### config.mk
export PLATFORM = sky130hd
export DESIGN_NAME = ispTop
export DESIGN_NICKNAME = d
export VERILOG_FILES = /design/src/hw/ispPkg.sv /design/src/hw/windowIf.sv /design/src/hw/demosaic.sv /design/src/hw/ispConfig.sv /design/src/hw/ispTop.sv /design/src/hw/lineBuffer.sv
export VERILOG_INCLUDE_DIRS = /design/src /design/src/hw
export SDC_FILE = /design/constraint.sdc
export NUM_CORES = 1
export LEC_CHECK = 0
export ABC_AREA = 1
export BUFFER_PORTS_ARGS = -buffer_cell sky130_fd_sc_hd__buf_2
export CAP_MARGIN = 20
export CELL_PAD_IN_SITES_DETAIL_PLACEMENT = 0
export CELL_PAD_IN_SITES_GLOBAL_PLACEMENT = 1
export CORE_UTILIZATION = 45
export DETAILED_ROUTE_END_ITERATION = 8
export HOLD_SLACK_MARGIN = 0.06
export PLACE_DENSITY = 0.84
export SLEW_MARGIN = 15
export SYNTH_ARGS = -nofsm -noshare
export SYNTH_HDL_FRONTEND = slang
export SYNTH_SLANG_ARGS = --single-unit
export TNS_END_PERCENT = 5
### constraint.sdc
create_clock -name clk -period 2.66 [get_ports clk]
set_input_delay 0.532 -clock clk [delete_from_list [all_inputs] [get_ports clk]]
set_output_delay 0.532 -clock clk [all_outputs]
set_load 0.01 [all_outputs]
### src/hw/isp_defines.svh
`ifndef ISP_DEFINES_SVH
`define ISP_DEFINES_SVH

// ####################
// Frame geometry
// ####################

// Pixels per row.
`define IMG_WIDTH 16

// Rows per frame.
`define IMG_HEIGHT 8

// ####################
// APB register map
// ####################

// Enable in bit 0, Bayer pattern in bits 2:1.
`define REG_CTRL 32'h0000_0000

// Frame count in bits 15:0.
`define REG_STATUS 32'h0000_0004

`endif

### src/hw/ispPkg.sv
`default_nettype none

package ispPkg;

	// ####################
	// Data widths
	// ####################

	typedef logic [7:0] pixelT;	// Raw Bayer sample or one colour.
	typedef logic [11:0] coordT;	// Row or column index.
	typedef logic [1:0] patternT;	// Colour at (0,0), or per-site code.
	typedef logic [31:0] regT;	// APB data word.

	// Pattern after reset.
	localparam patternT PAT_RGGB = 2'd0;

	// Per-pixel site codes, i.e. pattern XOR {row[0], col[0]}.
	localparam patternT SITE_RED = 2'd0;
	localparam patternT SITE_GREEN_R = 2'd1;	// Green in a red row.
	localparam patternT SITE_GREEN_B = 2'd2;	// Green in a blue row.
	localparam patternT SITE_BLUE = 2'd3;

endpackage

`default_nettype wire

### src/hw/windowIf.sv
`timescale 1ns/1ps
`default_nettype none

interface windowIf
	import ispPkg::*;
();

	logic valid;
	pixelT cur;
	pixelT left;
	pixelT up;
	pixelT upLeft;
	patternT site;	// Colour code of the cur position.
	logic last;	// Last pixel of the frame.

	modport producer (
		output valid, cur, left, up, upLeft, site, last
	);

	modport consumer (
		input valid, cur, left, up, upLeft, site, last
	);

endinterface

`default_nettype wire

### src/hw/demosaic.sv
`timescale 1ns/1ps
`default_nettype none

module demosaic
	import ispPkg::*;
(
	input wire logic clk,
	input wire logic reset,
	windowIf.consumer win,
	output pixelT red,
	output pixelT green,
	output pixelT blue,
	output logic pixOutValid,
	output logic frameDone
);

	logic [8:0] sumLeftUp;
	logic [8:0] sumCurDiag;
	pixelT avgLeftUp;
	pixelT avgCurDiag;
	pixelT nextRed;
	pixelT nextGreen;
	pixelT nextBlue;

	// ####################
	// Green averages
	// ####################
	assign sumLeftUp = {1'b0, win.left} + {1'b0, win.up};
	assign sumCurDiag = {1'b0, win.cur} + {1'b0, win.upLeft};
	assign avgLeftUp = sumLeftUp[8:1];	// Halve, drop the LSB.
	assign avgCurDiag = sumCurDiag[8:1];

	// ####################
	// Nearest-neighbour select
	// ####################
	always_comb begin
		case (win.site)
			SITE_RED: begin
				nextRed = win.cur;
				nextGreen = avgLeftUp;
				nextBlue = win.upLeft;	// Diagonal.
			end
			SITE_BLUE: begin
				nextRed = win.upLeft;
				nextGreen = avgLeftUp;
				nextBlue = win.cur;
			end
			SITE_GREEN_R: begin
				nextRed = win.left;	// Red neighbour sits to the left.
				nextGreen = avgCurDiag;
				nextBlue = win.up;
			end
			SITE_GREEN_B: begin
				nextRed = win.up;
				nextGreen = avgCurDiag;
				nextBlue = win.left;
			end
		endcase
	end

	// Output register.
	always_ff @(posedge clk) begin
		if (win.valid) begin
			red <= nextRed;
			green <= nextGreen;
			blue <= nextBlue;
		end
	end

	always_ff @(posedge clk) begin
		if (reset) begin
			pixOutValid <= 1'b0;
			frameDone <= 1'b0;
		end else begin
			pixOutValid <= win.valid;
			frameDone <= win.valid && win.last;	// With the last output pixel.
		end
	end

endmodule

`default_nettype wire

### src/hw/ispConfig.sv
`timescale 1ns/1ps
`default_nettype none
`include "isp_defines.svh"

module ispConfig
	import ispPkg::*;
(
	input wire logic clk,
	input wire logic reset,
	input wire regT paddr,
	input wire logic psel,
	input wire logic penable,
	input wire logic pwrite,
	input wire regT pwdata,
	input wire logic frameDone,
	output regT prdata,
	output logic pready,
	output logic pslverr,
	output logic enable,
	output patternT pattern
);

	logic setup;
	logic access;
	logic ctrlHit;
	logic statusHit;
	logic [15:0] frameCount;

	assign setup = psel && !penable;
	assign access = psel && penable;
	assign ctrlHit = (paddr == `REG_CTRL);
	assign statusHit = (paddr == `REG_STATUS);

	assign pready = 1'b1;	// No wait states.
	assign pslverr = access && !(ctrlHit || statusHit);

	// ####################
	// Control register
	// ####################
	always_ff @(posedge clk) begin
		if (reset) begin
			enable <= 1'b0;
			pattern <= PAT_RGGB;
		end else if (access && pwrite && ctrlHit) begin
			enable <= pwdata[0];
			pattern <= patternT'(pwdata[2:1]);
		end
	end

	// Wraps at 16 bits.
	always_ff @(posedge clk) begin
		if (reset) begin
			frameCount <= '0;
		end else if (frameDone) begin
			frameCount <= frameCount + 16'd1;
		end
	end

	// Read data is latched in setup so it is stable for the whole access phase.
	always_ff @(posedge clk) begin
		if (setup && !pwrite) begin
			if (ctrlHit) begin
				prdata <= {29'b0, pattern, enable};
			end else if (statusHit) begin
				prdata <= {16'b0, frameCount};
			end else begin
				prdata <= '0;	// Unmapped address.
			end
		end
	end

endmodule

`default_nettype wire

### src/hw/ispTop.sv
`timescale 1ns/1ps
`default_nettype none

module ispTop
	import ispPkg::*;
(
	input wire logic clk,
	input wire logic reset,
	input wire regT paddr,
	input wire logic psel,
	input wire logic penable,
	input wire logic pwrite,
	input wire regT pwdata,
	input wire pixelT pixIn,
	input wire logic pixInValid,
	output wire regT prdata,
	output wire logic pready,
	output wire logic pslverr,
	output wire pixelT red,
	output wire pixelT green,
	output wire pixelT blue,
	output wire logic pixOutValid,
	output wire logic frameEnd
);

	wire logic enable;
	wire patternT pattern;

	windowIf win ();	// Stage 1 to stage 2.

	ispConfig i_ispConfig (
		.clk(clk),
		.reset(reset),
		.paddr(paddr),
		.psel(psel),
		.penable(penable),
		.pwrite(pwrite),
		.pwdata(pwdata),
		.frameDone(frameEnd),
		.prdata(prdata),
		.pready(pready),
		.pslverr(pslverr),
		.enable(enable),
		.pattern(pattern)
	);

	lineBuffer i_lineBuffer (
		.clk(clk),
		.reset(reset),
		.pixIn(pixIn),
		.pixInValid(pixInValid),
		.enable(enable),
		.pattern(pattern),
		.win(win.producer)
	);

	demosaic i_demosaic (
		.clk(clk),
		.reset(reset),
		.win(win.consumer),
		.red(red),
		.green(green),
		.blue(blue),
		.pixOutValid(pixOutValid),
		.frameDone(frameEnd)
	);

endmodule

`default_nettype wire

### src/hw/lineBuffer.sv
`timescale 1ns/1ps
`default_nettype none
`include "isp_defines.svh"

module lineBuffer
	import ispPkg::*;
(
	input wire logic clk,
	input wire logic reset,
	input wire pixelT pixIn,
	input wire logic pixInValid,
	input wire logic enable,
	input wire patternT pattern,
	windowIf.producer win
);

	localparam int unsigned ADDR_BITS = $clog2(`IMG_WIDTH);
	localparam coordT LAST_COL = coordT'(`IMG_WIDTH - 1);
	localparam coordT LAST_ROW = coordT'(`IMG_HEIGHT - 1);

	pixelT rowMem [`IMG_WIDTH];	// Previous row, indexed by column.
	coordT col;
	coordT row;
	logic accept;
	logic firstRow;
	logic firstCol;
	logic [ADDR_BITS-1:0] memAddr;
	pixelT above;

	assign accept = pixInValid && enable;
	assign firstRow = (row == '0);
	assign firstCol = (col == '0);
	assign memAddr = col[ADDR_BITS-1:0];

	// Read before the write of this cycle lands.
	assign above = firstRow ? '0 : rowMem[memAddr];

	// ####################
	// Raster position
	// ####################
	always_ff @(posedge clk) begin
		if (reset) begin
			col <= '0;
			row <= '0;
		end else if (accept) begin
			if (col == LAST_COL) begin
				col <= '0;
				if (row == LAST_ROW) begin
					row <= '0;
				end else begin
					row <= row + 1'b1;
				end
			end else begin
				col <= col + 1'b1;
			end
		end
	end

	always_ff @(posedge clk) begin
		if (accept) begin
			rowMem[memAddr] <= pixIn;
		end
	end

	// ####################
	// 2x2 window
	// ####################
	always_ff @(posedge clk) begin
		if (reset) begin
			win.valid <= 1'b0;
		end else begin
			win.valid <= accept;
		end
	end

	// cur and up still hold the previous pixel, so they shift into left and upLeft.
	always_ff @(posedge clk) begin
		if (accept) begin
			win.cur <= pixIn;
			win.up <= above;
			win.left <= firstCol ? '0 : win.cur;
			win.upLeft <= firstCol ? '0 : win.up;
			win.site <= pattern ^ patternT'({row[0], col[0]});
			win.last <= (col == LAST_COL) && (row == LAST_ROW);
		end
	end

endmodule

`default_nettype wire

==> flow_summary.ini, run 1 <==
[outcome]
run_status = finished, final reports clean

[synth]
number_of_enable_flip_flop_cells_after_synthesis = 203
synthesis.area_per_instance_sq_um = 9.58
synth.ff_latch_count = 249
synth_sequential_area_ratio = 0.606
yosysWarnings = 0
synthFlopType = sky130_fd_sc_hd__edfxtp_1
multiplexer_share_of_the_synthesized_area = 0.000865
post_synth_inst_count = 1208
synth_top_family_by_area = simple AND/OR/NAND/NOR gates
post_synth_and_or_nand_nor_area_fraction = 0.204
synth_fa_ha_area_frac = 0.0305
synth_compound_area_frac = 0.0892
post_synth_num_cell_types = 40
synth_xor_xnor_area_share = 0.00832
synthArstFlopShare = 0
synthesized_area_sq_um = 11600

[power_and_ir_drop]
power_switching_mw = 1.54
internal-power_mw = 6.30
ir_worst_vdd_mv = 0.359
powerDensity_nw_per_um2 = 593
switching_share = 0.197
power.share.clock = 0.449
combinationalPowerShare = 0.016
pwr-share-seq = 0.535
p_leak_nw = 5.24

[timing]
setup_tns_ns = 0
fin_skew_ns = 0.00555
report.final.hold_viol_count = 0
rsz0062_at_grt = no
timing.max_slew.rel_slack = 0.327
worstMarginPinSlew_ns = 1.01
post-route-period-util = 0.750
hold_ws_ns = 0.325
slew_violations = 0
setup_violations = 0
max_freq_ghz = 0.501
period_minus_slack_ns = 2.00

[critical_path]
crit_path_max_fanout = 4
worst_ep_arrival_time_ns = 2.27
worstSetupPathType = reg2reg
worstPathRequired_ns = 2.93
crit_path_start_kind = flip-flop
crit_path_end_kind = flip-flop

[placed_design]
dp.cells = 1618
portBuffers = 91
finalWeightedCongestion = 0.820
dpl_cell_area_sq_um = 12400
hpwlAfterDp_um = 16900

[detailed_routing]
wl_per_cell_um = 14.9
dr.pass1.iters = 5
total_vias_in_the_final_route = 8385
first_drt_iteration_drcs = 631
detail-route-antenna-nets = 0
drc = 0
routed_via_density = 5.03
finalWirelength_um = 24900

[final_layout]
finalCoreUtilization = 0.526
flow.area_growth_from_synthesis_pct = 14.4
final_area_sq_um = 13200
diodes = 0
fin_cells = 1667
final_net_count = 1422
post_route_cells_drive_above_1_share = 0.132

[global_routing]
grt_start_max_net_pins = 38
globalRoute.totalOverflow = 0
grt_antenna_before_repair = 0
vias_in_the_first_global_route = 7918
grt_pass1_wl_um = 39500
grtUsageTotal = 0.191

[clock_network]
clockBufferDepth = 3
cts_max_level = 1
cts_setup_buffers = 0
cts.hold.buffers_added = 0
ctsRootBufferMaster = sky130_fd_sc_hd__clkbuf_16
clk_latency_ns = 0.52
postCtsResizedCells = 0
clkSlewWorstSetupHoldPaths_ns = 0.06
cts_tree = yes
clock-sinks = 249
numCtsBuffers = 27

[floorplan]
initial_core_util = 0.460
fp.dieArea_sq_um = 26400
boundaryPins = 138
chip_width_um = 162
core_area_sq_um = 25200
number_of_standard_cell_rows_in_the_floorplan = 58
die_height_um = 162

[worst_hold_path]
hold_path.class = in2reg

[run]
maxCapViolations = 0
## cell families (layout without fill, tap and decap cells)
kind of cell               after synthesis  after routing
DFF                                    249            249
xor gates and xnor gates                11             11
and+or+nand+nor                        568            568
AOI/OAI and AO/OA                      192            192
adders and majority gates               27             27
muxes                                    1              1
buffers and inverters                  158            272
other                                    2             17
## through the flow
| stage | power [mW] | worst slack (ns) |
|---|---|---|
| 2_1_floorplan | 4.34 | 0.224 |
| 3_3_place_gp | 4.41 | 0.609 |
| 3_5_place_dp | 4.41 | 0.579 |
| 4_1_cts | 7.92 | 0.674 |
| 5_1_grt | 8.08 | 0.511 |
| 6_report | 7.85 | 0.664 |
## power by group through the flow
stage	Clock [mW]	Sequential, mW	Combinational [mW]
2_1_floorplan	0	4.28	0.0606
3_3_place_gp	0	4.28	0.127
3_5_place_dp	0	4.28	0.130
4_1_cts	3.60	4.20	0.130
5_1_grt	3.75	4.19	0.143
6_report	3.52	4.20	0.129
## cell type report
type                    count  area [sq um]
clock buffers              33           708
clock inverters            16           124
fillers                  2301         11900
inverters                 103           393
multi-input cells         816          3910
flip-flops and latches    249          7020
well taps                 330           413
repair buffers            120           673
## placed cells by master, fill, tap and decap left out, drive strengths merged, types with 12 or more instances in the layout
master and count:
conb 17, nor3 33, a21oi 60, clkinv 15, edfxtp 203, buf 120
nand2 220, inv 101, nand4 12, dfxtp 46, nand3 41, ha 25
o21ai 100, nor2 255, clkbuf 33, o22ai 16
## synth_stat cells, types with 4 or more instances
| cell type | count | area [sq um] |
|---|---|---|
| sky130_fd_sc_hd__a21oi_1 | 59 | 295 |
| sky130_fd_sc_hd__xor2_1 | 10 | 87.6 |
| sky130_fd_sc_hd__nand4_1 | 12 | 75.1 |
| sky130_fd_sc_hd__buf_4 | 20 | 150 |
| sky130_fd_sc_hd__buf_2 | 14 | 70.1 |
| sky130_fd_sc_hd__a211oi_1 | 9 | 67.6 |
| sky130_fd_sc_hd__nand3b_1 | 5 | 37.5 |
| sky130_fd_sc_hd__nand3_1 | 40 | 200 |
| sky130_fd_sc_hd__inv_2 | 4 | 15.0 |
| sky130_fd_sc_hd__clkbuf_1 | 20 | 75.1 |
| sky130_fd_sc_hd__inv_1 | 97 | 364 |
| sky130_fd_sc_hd__nand2_1 | 217 | 815 |
| sky130_fd_sc_hd__nor3_1 | 31 | 155 |
| sky130_fd_sc_hd__o22ai_1 | 16 | 100 |
| sky130_fd_sc_hd__ha_1 | 25 | 313 |
| sky130_fd_sc_hd__nor2_1 | 250 | 938 |
| sky130_fd_sc_hd__dfxtp_1 | 46 | 921 |
| sky130_fd_sc_hd__o21ai_0 | 76 | 380 |
| sky130_fd_sc_hd__edfxtp_1 | 203 | 6100 |
| sky130_fd_sc_hd__o21ai_1 | 24 | 120 |
## worst paths after layout
kind | startpoint | end | slack, ns | cells past startpoint
worst max register to register | i_lineBuffer.win.upLeft[2]$_SDFFCE_PN0P_ | i_demosaic.green[6]$_DFFE_PP_ | 0.66 | 8
worst min-delay path | pwdata[1] | i_ispConfig.pattern[0]$_SDFFE_PP0P_ | 0.32 | 5
worst max-delay path | i_lineBuffer.win.upLeft[2]$_SDFFCE_PN0P_ | i_demosaic.green[6]$_DFFE_PP_ | 0.66 | 8
worst min register to register | i_lineBuffer.col[6]$_SDFFE_PP0P_ | i_lineBuffer.col[6]$_SDFFE_PP0P_ | 0.47 | 2
## flip-flops by register name, indices dropped and copies added (netlist names)
| register | cells |
|---|---|
| i_demosaic.blue | 8 |
| i_demosaic.pixOutValid | 1 |
| i_lineBuffer.rowMem | 128 |
| i_lineBuffer.win.last | 1 |
| i_lineBuffer.col | 12 |
| i_demosaic.red | 8 |
| i_demosaic.green | 8 |
| i_ispConfig.prdata | 16 |
| i_lineBuffer.win.valid | 1 |
| i_lineBuffer.row | 12 |
| i_lineBuffer.win.left | 8 |
| i_ispConfig.frameCount | 16 |
| i_lineBuffer.win.up | 8 |
| i_lineBuffer.win.upLeft | 8 |
| i_lineBuffer.win.site | 2 |
| i_demosaic.frameDone | 1 |
| i_ispConfig.enable | 1 |
| i_ispConfig.pattern | 2 |
| i_lineBuffer.win.cur | 8 |
## metal layers
metal	up-vias	global-route usage	routed length, um
met4	0	0.0467	439
met1	3902	0.249	11100
met3	37	0.0316	1210
li1	4256	-	-
met2	190	0.333	12100
met5	-	0	0
## worst max-delay path, cell delays in order, from the launching register on
cell and delay (ns):
sky130_fd_sc_hd__edfxtp_1 0.43, sky130_fd_sc_hd__ha_1 0.39, sky130_fd_sc_hd__nand2_1 0.07, sky130_fd_sc_hd__o21ai_0 0.41, sky130_fd_sc_hd__nand2_1 0.14, sky130_fd_sc_hd__nand2_1 0.09
sky130_fd_sc_hd__nand2_1 0.05, sky130_fd_sc_hd__nand3_1 0.10, sky130_fd_sc_hd__nand2_1 0.07
(Power assumes the default switching activity.)
==> inputs of run 2 (changes only) <==
--- a/config.mk
+++ b/config.mk
@@ -6,7 +6,7 @@
 export SDC_FILE = /design/constraint.sdc
 export NUM_CORES = 1
 export LEC_CHECK = 0
-export ABC_AREA = 1
+export ABC_AREA = 0
 export BUFFER_PORTS_ARGS = -buffer_cell sky130_fd_sc_hd__buf_2
 export CAP_MARGIN = 20
 export CELL_PAD_IN_SITES_DETAIL_PLACEMENT = 0
@@ -14,7 +14,7 @@
 export CORE_UTILIZATION = 45
 export DETAILED_ROUTE_END_ITERATION = 8
 export HOLD_SLACK_MARGIN = 0.06
-export PLACE_DENSITY = 0.84
+export PLACE_DENSITY = 0.8
 export SLEW_MARGIN = 15
 export SYNTH_ARGS = -nofsm -noshare
 export SYNTH_HDL_FRONTEND = slang
==> constraint.sdc (replaced) <==
create_clock -name clk -period 2.08 [get_ports clk]
set_input_delay 0.416 -clock clk [delete_from_list [all_inputs] [get_ports clk]]
set_output_delay 0.416 -clock clk [all_outputs]
set_load 0.01 [all_outputs]
==> flow_summary.ini, run 2 <==
[power_and_ir_drop]
ir_worst_vdd_mv = 0.605
powerDensity_nw_per_um2 = 757
p_leak_nw = 4.68
pwr-share-seq = 0.547
internal-power_mw = 7.86
power_switching_mw = 1.95
combinationalPowerShare = 0.016
power.share.clock = 0.437
switching_share = 0.199

[critical_path]
crit_path_end_kind = primary output
worst_ep_arrival_time_ns = 1.61
worstPathRequired_ns = 1.66
critPathTopFamily = simple AND/OR/NAND/NOR gates
worstSetupPathType = in2out
cp_slowest_stage_delay_ns = 0.29
worstPathCellList = buf_2 -> nor4_2 -> nand4_1 -> or2_4 -> and3_4 -> buf_6
crit_path_start_kind = primary input
critPathBufInv = 2
crit_path_max_fanout = 2
critPathSlowestCell = sky130_fd_sc_hd__nor4_2

[final_layout]
flow.area_growth_from_synthesis_pct = 18.1
largest_reg_flops = 128
diodes = 0
top_reg_by_flops = i_lineBuffer.rowMem
layout_commonest_cell = sky130_fd_sc_hd__edfxtp_1
layout.filler_cells = 2007
reg.largest.list = i_lineBuffer.rowMem (128), i_ispConfig.frameCount (16), i_ispConfig.prdata (16)
final_net_count = 1024
layout.cells.most_common_list = sky130_fd_sc_hd__edfxtp_1, sky130_fd_sc_hd__buf_2, sky130_fd_sc_hd__nor2_1
final_area_sq_um = 13000
post_route_cells_drive_above_1_share = 0.252

[synth]
post_synth_num_cell_types = 52
synth.ff_latch_count = 249
synth_top_area_share = 0.555
synthArstFlopShare = 0
synthMostInstantiatedCell = sky130_fd_sc_hd__edfxtp_1
number_of_enable_flip_flop_cells_after_synthesis = 203
synthesized_area_sq_um = 11000
synthesis.area_per_instance_sq_um = 14.1
netlist_top_cells_area = sky130_fd_sc_hd__edfxtp_1, sky130_fd_sc_hd__dfxtp_1, sky130_fd_sc_hd__mux4_2, sky130_fd_sc_hd__ha_1, sky130_fd_sc_hd__mux2i_1
post_synth_inst_count = 779
yosysWarnings = 0
synth.top_cells.by_count = sky130_fd_sc_hd__edfxtp_1, sky130_fd_sc_hd__nor2_1, sky130_fd_sc_hd__dfxtp_1, sky130_fd_sc_hd__and2_1, sky130_fd_sc_hd__mux4_2
synthFlopType = sky130_fd_sc_hd__edfxtp_1
synthDominantAreaCellType = sky130_fd_sc_hd__edfxtp_1
synth_sequential_area_ratio = 0.639

[clock_network]
clkSlewWorstSetupHoldPaths_ns = 0.06
cts_max_level = 1
numCtsBuffers = 26
cts.hold.buffers_added = 0
clk_latency_ns = 0.55
clock-sinks = 249
clockBufferDepth = 3
cts_tree = yes
ctsRootBufferMaster = sky130_fd_sc_hd__clkbuf_16

[timing]
worstMarginPinSlew_ns = 0.616
hold_ws_ns = 0.130
final.setup.worst_slack_ns = 0.0577
post-route-period-util = 0.972
max_freq_ghz = 0.494
setup_tns_ns = 0
fin_skew_ns = 0.0290
slew_violations = 0
period_minus_slack_ns = 2.02
report.final.hold_viol_count = 0
timing.max_slew.rel_slack = 0.586
setup_violations = 0

[detailed_routing]
routed_via_density = 5.24
finalWirelength_um = 20900
drc = 0
detail-route-antenna-nets = 0
dr.pass1.iters = 6
first_drt_iteration_drcs = 470
total_vias_in_the_final_route = 6592
wl_per_cell_um = 16.6

[floorplan]
initial_core_util = 0.463
boundaryPins = 138
chip_width_um = 158
die_height_um = 158
core_area_sq_um = 23700
fp.dieArea_sq_um = 25000
number_of_standard_cell_rows_in_the_floorplan = 56

[global_routing]
grt_antenna_before_repair = 0
grtUsageTotal = 0.170
globalRoute.totalOverflow = 0
vias_in_the_first_global_route = 6485
grt_start_max_net_pins = 38
grt_pass1_wl_um = 33300

[placed_design]
finalWeightedCongestion = 0.803
dpl_cell_area_sq_um = 12100
post-place-ws_ns = -0.103
hpwlAfterDp_um = 14500
portBuffers = 91

[worst_hold_path]
hold_path.class = in2reg

[run]
maxCapViolations = 0

[outcome]
run_status = finished, final reports clean
==> run 2: path summary, 6_finish.rpt <==
| check | startpoint | endpoint | slack [ns] | cells past startpoint |
|---|---|---|---|---|
| worst max-delay path | paddr[18] | pslverr | 0.06 | 6 |
| worst min-delay path | pwdata[0] | i_ispConfig.enable$_SDFFE_PP0P_ | 0.13 | 3 |
| worst max register to register | i_lineBuffer.win.upLeft[2]$_SDFFCE_PN0P_ | i_demosaic.green[5]$_DFFE_PP_ | 0.08 | 6 |
| worst min register to register | i_lineBuffer.win.last$_DFFE_PP_ | i_demosaic.frameDone$_SDFF_PP0_ | 0.46 | 1 |
==> run 2: final cells by class <==
type                    instances  area, sq um  area share
clock buffers                  35          684      0.0528
clock inverters                13          110     0.00850
inverters                      31          120     0.00927
multi-input cells             464         3720       0.287
flip-flops and latches        249         7020       0.541
well taps                     319          399      0.0308
repair buffers                147          907      0.0700
==> run 2: repair_timing <==
action	4_1_cts	5_1_grt
resized for setup	4	14
pin swaps	1	5
buffers inserted	0	1
endpoints found under the setup margin	2	11
==> run 2: metal layers <==
metal,GRT usage,share of wire,vias to the layer above
li1,-,-,3221
met1,0.235,0.45,3186
met2,0.279,0.48,156
met3,0.0257,0.048,29
met4,0.0453,0.017,0
met5,0,0,-
==> run 2: power by group through the flow <==
stage                     registers [mW]  clock network, mW  logic [mW]
after floorplan                     5.48                  0      0.0645
after global placement              5.47                  0       0.148
after detailed placement            5.47                  0       0.153
after CTS                           5.37               4.40       0.155
after global routing                5.36               4.60       0.182
final                               5.37               4.29       0.161
==> run 2: per-stage QoR <==
| step | cells | util | power [mW] |
|---|---|---|---|
| 3_5_place_dp | 1209 | 0.510 | 5.63 |
| 2_1_floorplan | 794 | - | 5.54 |
| 6_report | 1258 | 0.547 | 9.81 |
| 3_3_place_gp | 1209 | 0.510 | 5.62 |
| 5_1_grt | 1258 | 0.547 | 10.1 |
| 4_1_cts | 1257 | 0.544 | 9.92 |
==> run 2: logic make-up after synthesis <==
logic type | Yosys count | share of synthesized area
multiplexers | 61 | 0.0921
flip-flops | 249 | 0.639
adder cells (fa/ha/maj) | 27 | 0.0321
XOR/XNOR | 32 | 0.0255
AND/OR/NAND/NOR | 227 | 0.111
AO/OA/AOI/OAI | 100 | 0.0646
other | 2 | 0.000684
buffers and inverters | 81 | 0.0343
==> run 2: worst reg2reg max path: stages (launching register included) <==
cell                       delay, ns
sky130_fd_sc_hd__edfxtp_1       0.43
sky130_fd_sc_hd__ha_1           0.37
sky130_fd_sc_hd__nor2b_1        0.16
sky130_fd_sc_hd__o31a_1         0.26
sky130_fd_sc_hd__nor2_1         0.19
sky130_fd_sc_hd__mux2i_1        0.22
sky130_fd_sc_hd__nand4_1        0.10
==> inputs of run 3 (changes only) <==
--- a/config.mk
+++ b/config.mk
@@ -14,7 +14,7 @@
 export CORE_UTILIZATION = 45
 export DETAILED_ROUTE_END_ITERATION = 8
 export HOLD_SLACK_MARGIN = 0.06
-export PLACE_DENSITY = 0.8
+export PLACE_DENSITY_LB_ADDON = 0.1
 export SLEW_MARGIN = 15
 export SYNTH_ARGS = -nofsm -noshare
 export SYNTH_HDL_FRONTEND = slang
==> flow_summary.ini, run 3 (same netlist as run 2, synthesis figures left out) <==
[detailed_routing]
drc = 0
finalWirelength_um = 23300
routed_via_density = 5.43
wl_per_cell_um = 18.7
detail-route-antenna-nets = 0
total_vias_in_the_final_route = 6787
dr.pass1.iters = 7
first_drt_iteration_drcs = 498

[timing]
max_freq_ghz = 0.497
hold_ws_ns = 0.111
final.setup.worst_slack_ns = 0.0663
rsz0062_at_grt = yes
slew_violations = 0
timing.max_slew.rel_slack = 0.596
setup_violations = 0
fin_skew_ns = 0.0228
post-route-period-util = 0.968
period_minus_slack_ns = 2.01
worstMarginPinSlew_ns = 0.605
report.final.hold_viol_count = 0

[placed_design]
finalWeightedCongestion = 0.830
portBuffers = 91
dpl_cell_area_sq_um = 12000
post-place-ws_ns = -0.141
hpwlAfterDp_um = 15600

[global_routing]
vias_in_the_first_global_route = 6709
globalRoute.totalOverflow = 0
grt_antenna_before_repair = 0
grt_start_max_net_pins = 38
grt_pass1_wl_um = 36300
grtUsageTotal = 0.192

[critical_path]
worst_path_most_repeated_cell = sky130_fd_sc_hd__buf_2
crit_path_max_fanout = 2
critPathTopFamily = simple AND/OR/NAND/NOR gates
crit_path_start_kind = primary input
worstPathRequired_ns = 1.66
critPathSlowestCell = sky130_fd_sc_hd__nor4_4
cp_slowest_stage_delay_ns = 0.29
r2r.worst_path.cells = 6
worstSetupPathType = in2out
path_depth = 6
crit_path_end_kind = primary output
critPathBufInv = 2
worst_ep_arrival_time_ns = 1.60
worstPathCellList = buf_2 -> nor4_4 -> nand4_1 -> or2_4 -> and3_1 -> buf_2

[final_layout]
flow.area_growth_from_synthesis_pct = 17.5
layout.cells.most_common_list = sky130_fd_sc_hd__edfxtp_1, sky130_fd_sc_hd__buf_2, sky130_fd_sc_hd__nor2_1
diodes = 0
top_reg_by_flops = i_lineBuffer.rowMem
finalCoreUtilization = 0.545
post_route_cells_drive_above_1_share = 0.239
reg.largest.list = i_lineBuffer.rowMem (128), i_ispConfig.frameCount (16), i_ispConfig.prdata (16)
layout.filler_cells = 1999
layout_commonest_cell = sky130_fd_sc_hd__edfxtp_1
final_net_count = 1015
largest_reg_flops = 128
final_area_sq_um = 12900
multi_input_comb_area_sq_um = 3690
seqCellArea_sq_um = 7020

[clock_network]
clockBufferDepth = 3
cts_max_level = 1
numCtsBuffers = 27
cts_setup_buffers = 0
cts.hold.buffers_added = 0
clk_latency_ns = 0.54
cts_tree = yes
clkSlewWorstSetupHoldPaths_ns = 0.06
ctsRootBufferMaster = sky130_fd_sc_hd__clkbuf_16
clock-sinks = 249

[run]
maxCapViolations = 0

[floorplan]
fp.dieArea_sq_um = 25000
core_area_sq_um = 23700
die_height_um = 158
number_of_standard_cell_rows_in_the_floorplan = 56
initial_core_util = 0.463
chip_width_um = 158
boundaryPins = 138

[power_and_ir_drop]
powerDensity_nw_per_um2 = 785
p_leak_nw = 4.66
ir_worst_vdd_mv = 0.691
power.total_mw = 10.1

[worst_hold_path]
hold_path.class = in2reg
hold_path_depth = 3

[outcome]
run_status = finished, final reports clean
## run 3: changes by cell type in the layout (fill, tap and decap cells not counted), sizes merged
cell	change
buf	-10
inv	+2
clkinv	-4
bufinv	+1
clkinvlp	-2
clkbuf	+4
## run 3: through the flow
stage	TNS (ns)	instances
floorplan	-0.0369	794
global placement	-1.27	1200
detailed placement	-1.56	1200
CTS	0	1249
global route	-0.0135	1249
finish	0	1249
## run 3: per-layer routing
| layer | global-route usage | vias to the layer above | wire [um] |
|---|---|---|---|
| li1 | - | 3205 | - |
| met4 | 0.0517 | 0 | 496 |
| met2 | 0.314 | 166 | 11300 |
| met5 | 0 | - | 0 |
| met1 | 0.266 | 3376 | 10400 |
| met3 | 0.0282 | 40 | 1130 |
## run 3: timing repair
action | 4_1_cts | 5_1_grt
endpoints found under the setup margin | 2 | 5
resized for setup | 3 | 7
pin swaps | 0 | 1
endpoints found under the hold margin | 0 | 0
## run 3: power breakdown
part / switching [mW] / internal [mW] / total, mW
combinational: 0.111 / 0.0512 / 0.162
sequential: 0.00151 / 5.37 / 5.37
clock: 1.85 / 2.74 / 4.59
## run 3: final cells by class
| type | instances | share of cell area |
|---|---|---|
| Multi-Input combinational cell | 464 | 0.286 |
| Inverter | 31 | 0.00902 |
| Tap cell | 319 | 0.0309 |
| Timing Repair Buffer | 137 | 0.0640 |
| Clock buffer | 39 | 0.0582 |
| Sequential cell | 249 | 0.544 |
| Clock inverter | 10 | 0.00786 |
## run 3: final timing paths
| check | start | end | slack [ns] |
|---|---|---|---|
| max | paddr[25] | pslverr | 0.07 |
| max reg2reg | i_lineBuffer.win.site[0]$_DFFE_PP_ | i_demosaic.green[6]$_DFFE_PP_ | 0.10 |
| min reg2reg | i_lineBuffer.win.last$_DFFE_PP_ | i_demosaic.frameDone$_SDFF_PP0_ | 0.46 |
| min | pwdata[1] | i_ispConfig.pattern[0]$_SDFFE_PP0P_ | 0.11 |
## run 3: worst min-delay path, cell delays in order
cell                      delay, ns
sky130_fd_sc_hd__buf_2         0.08
sky130_fd_sc_hd__mux2i_1       0.05
sky130_fd_sc_hd__nor2_1        0.07
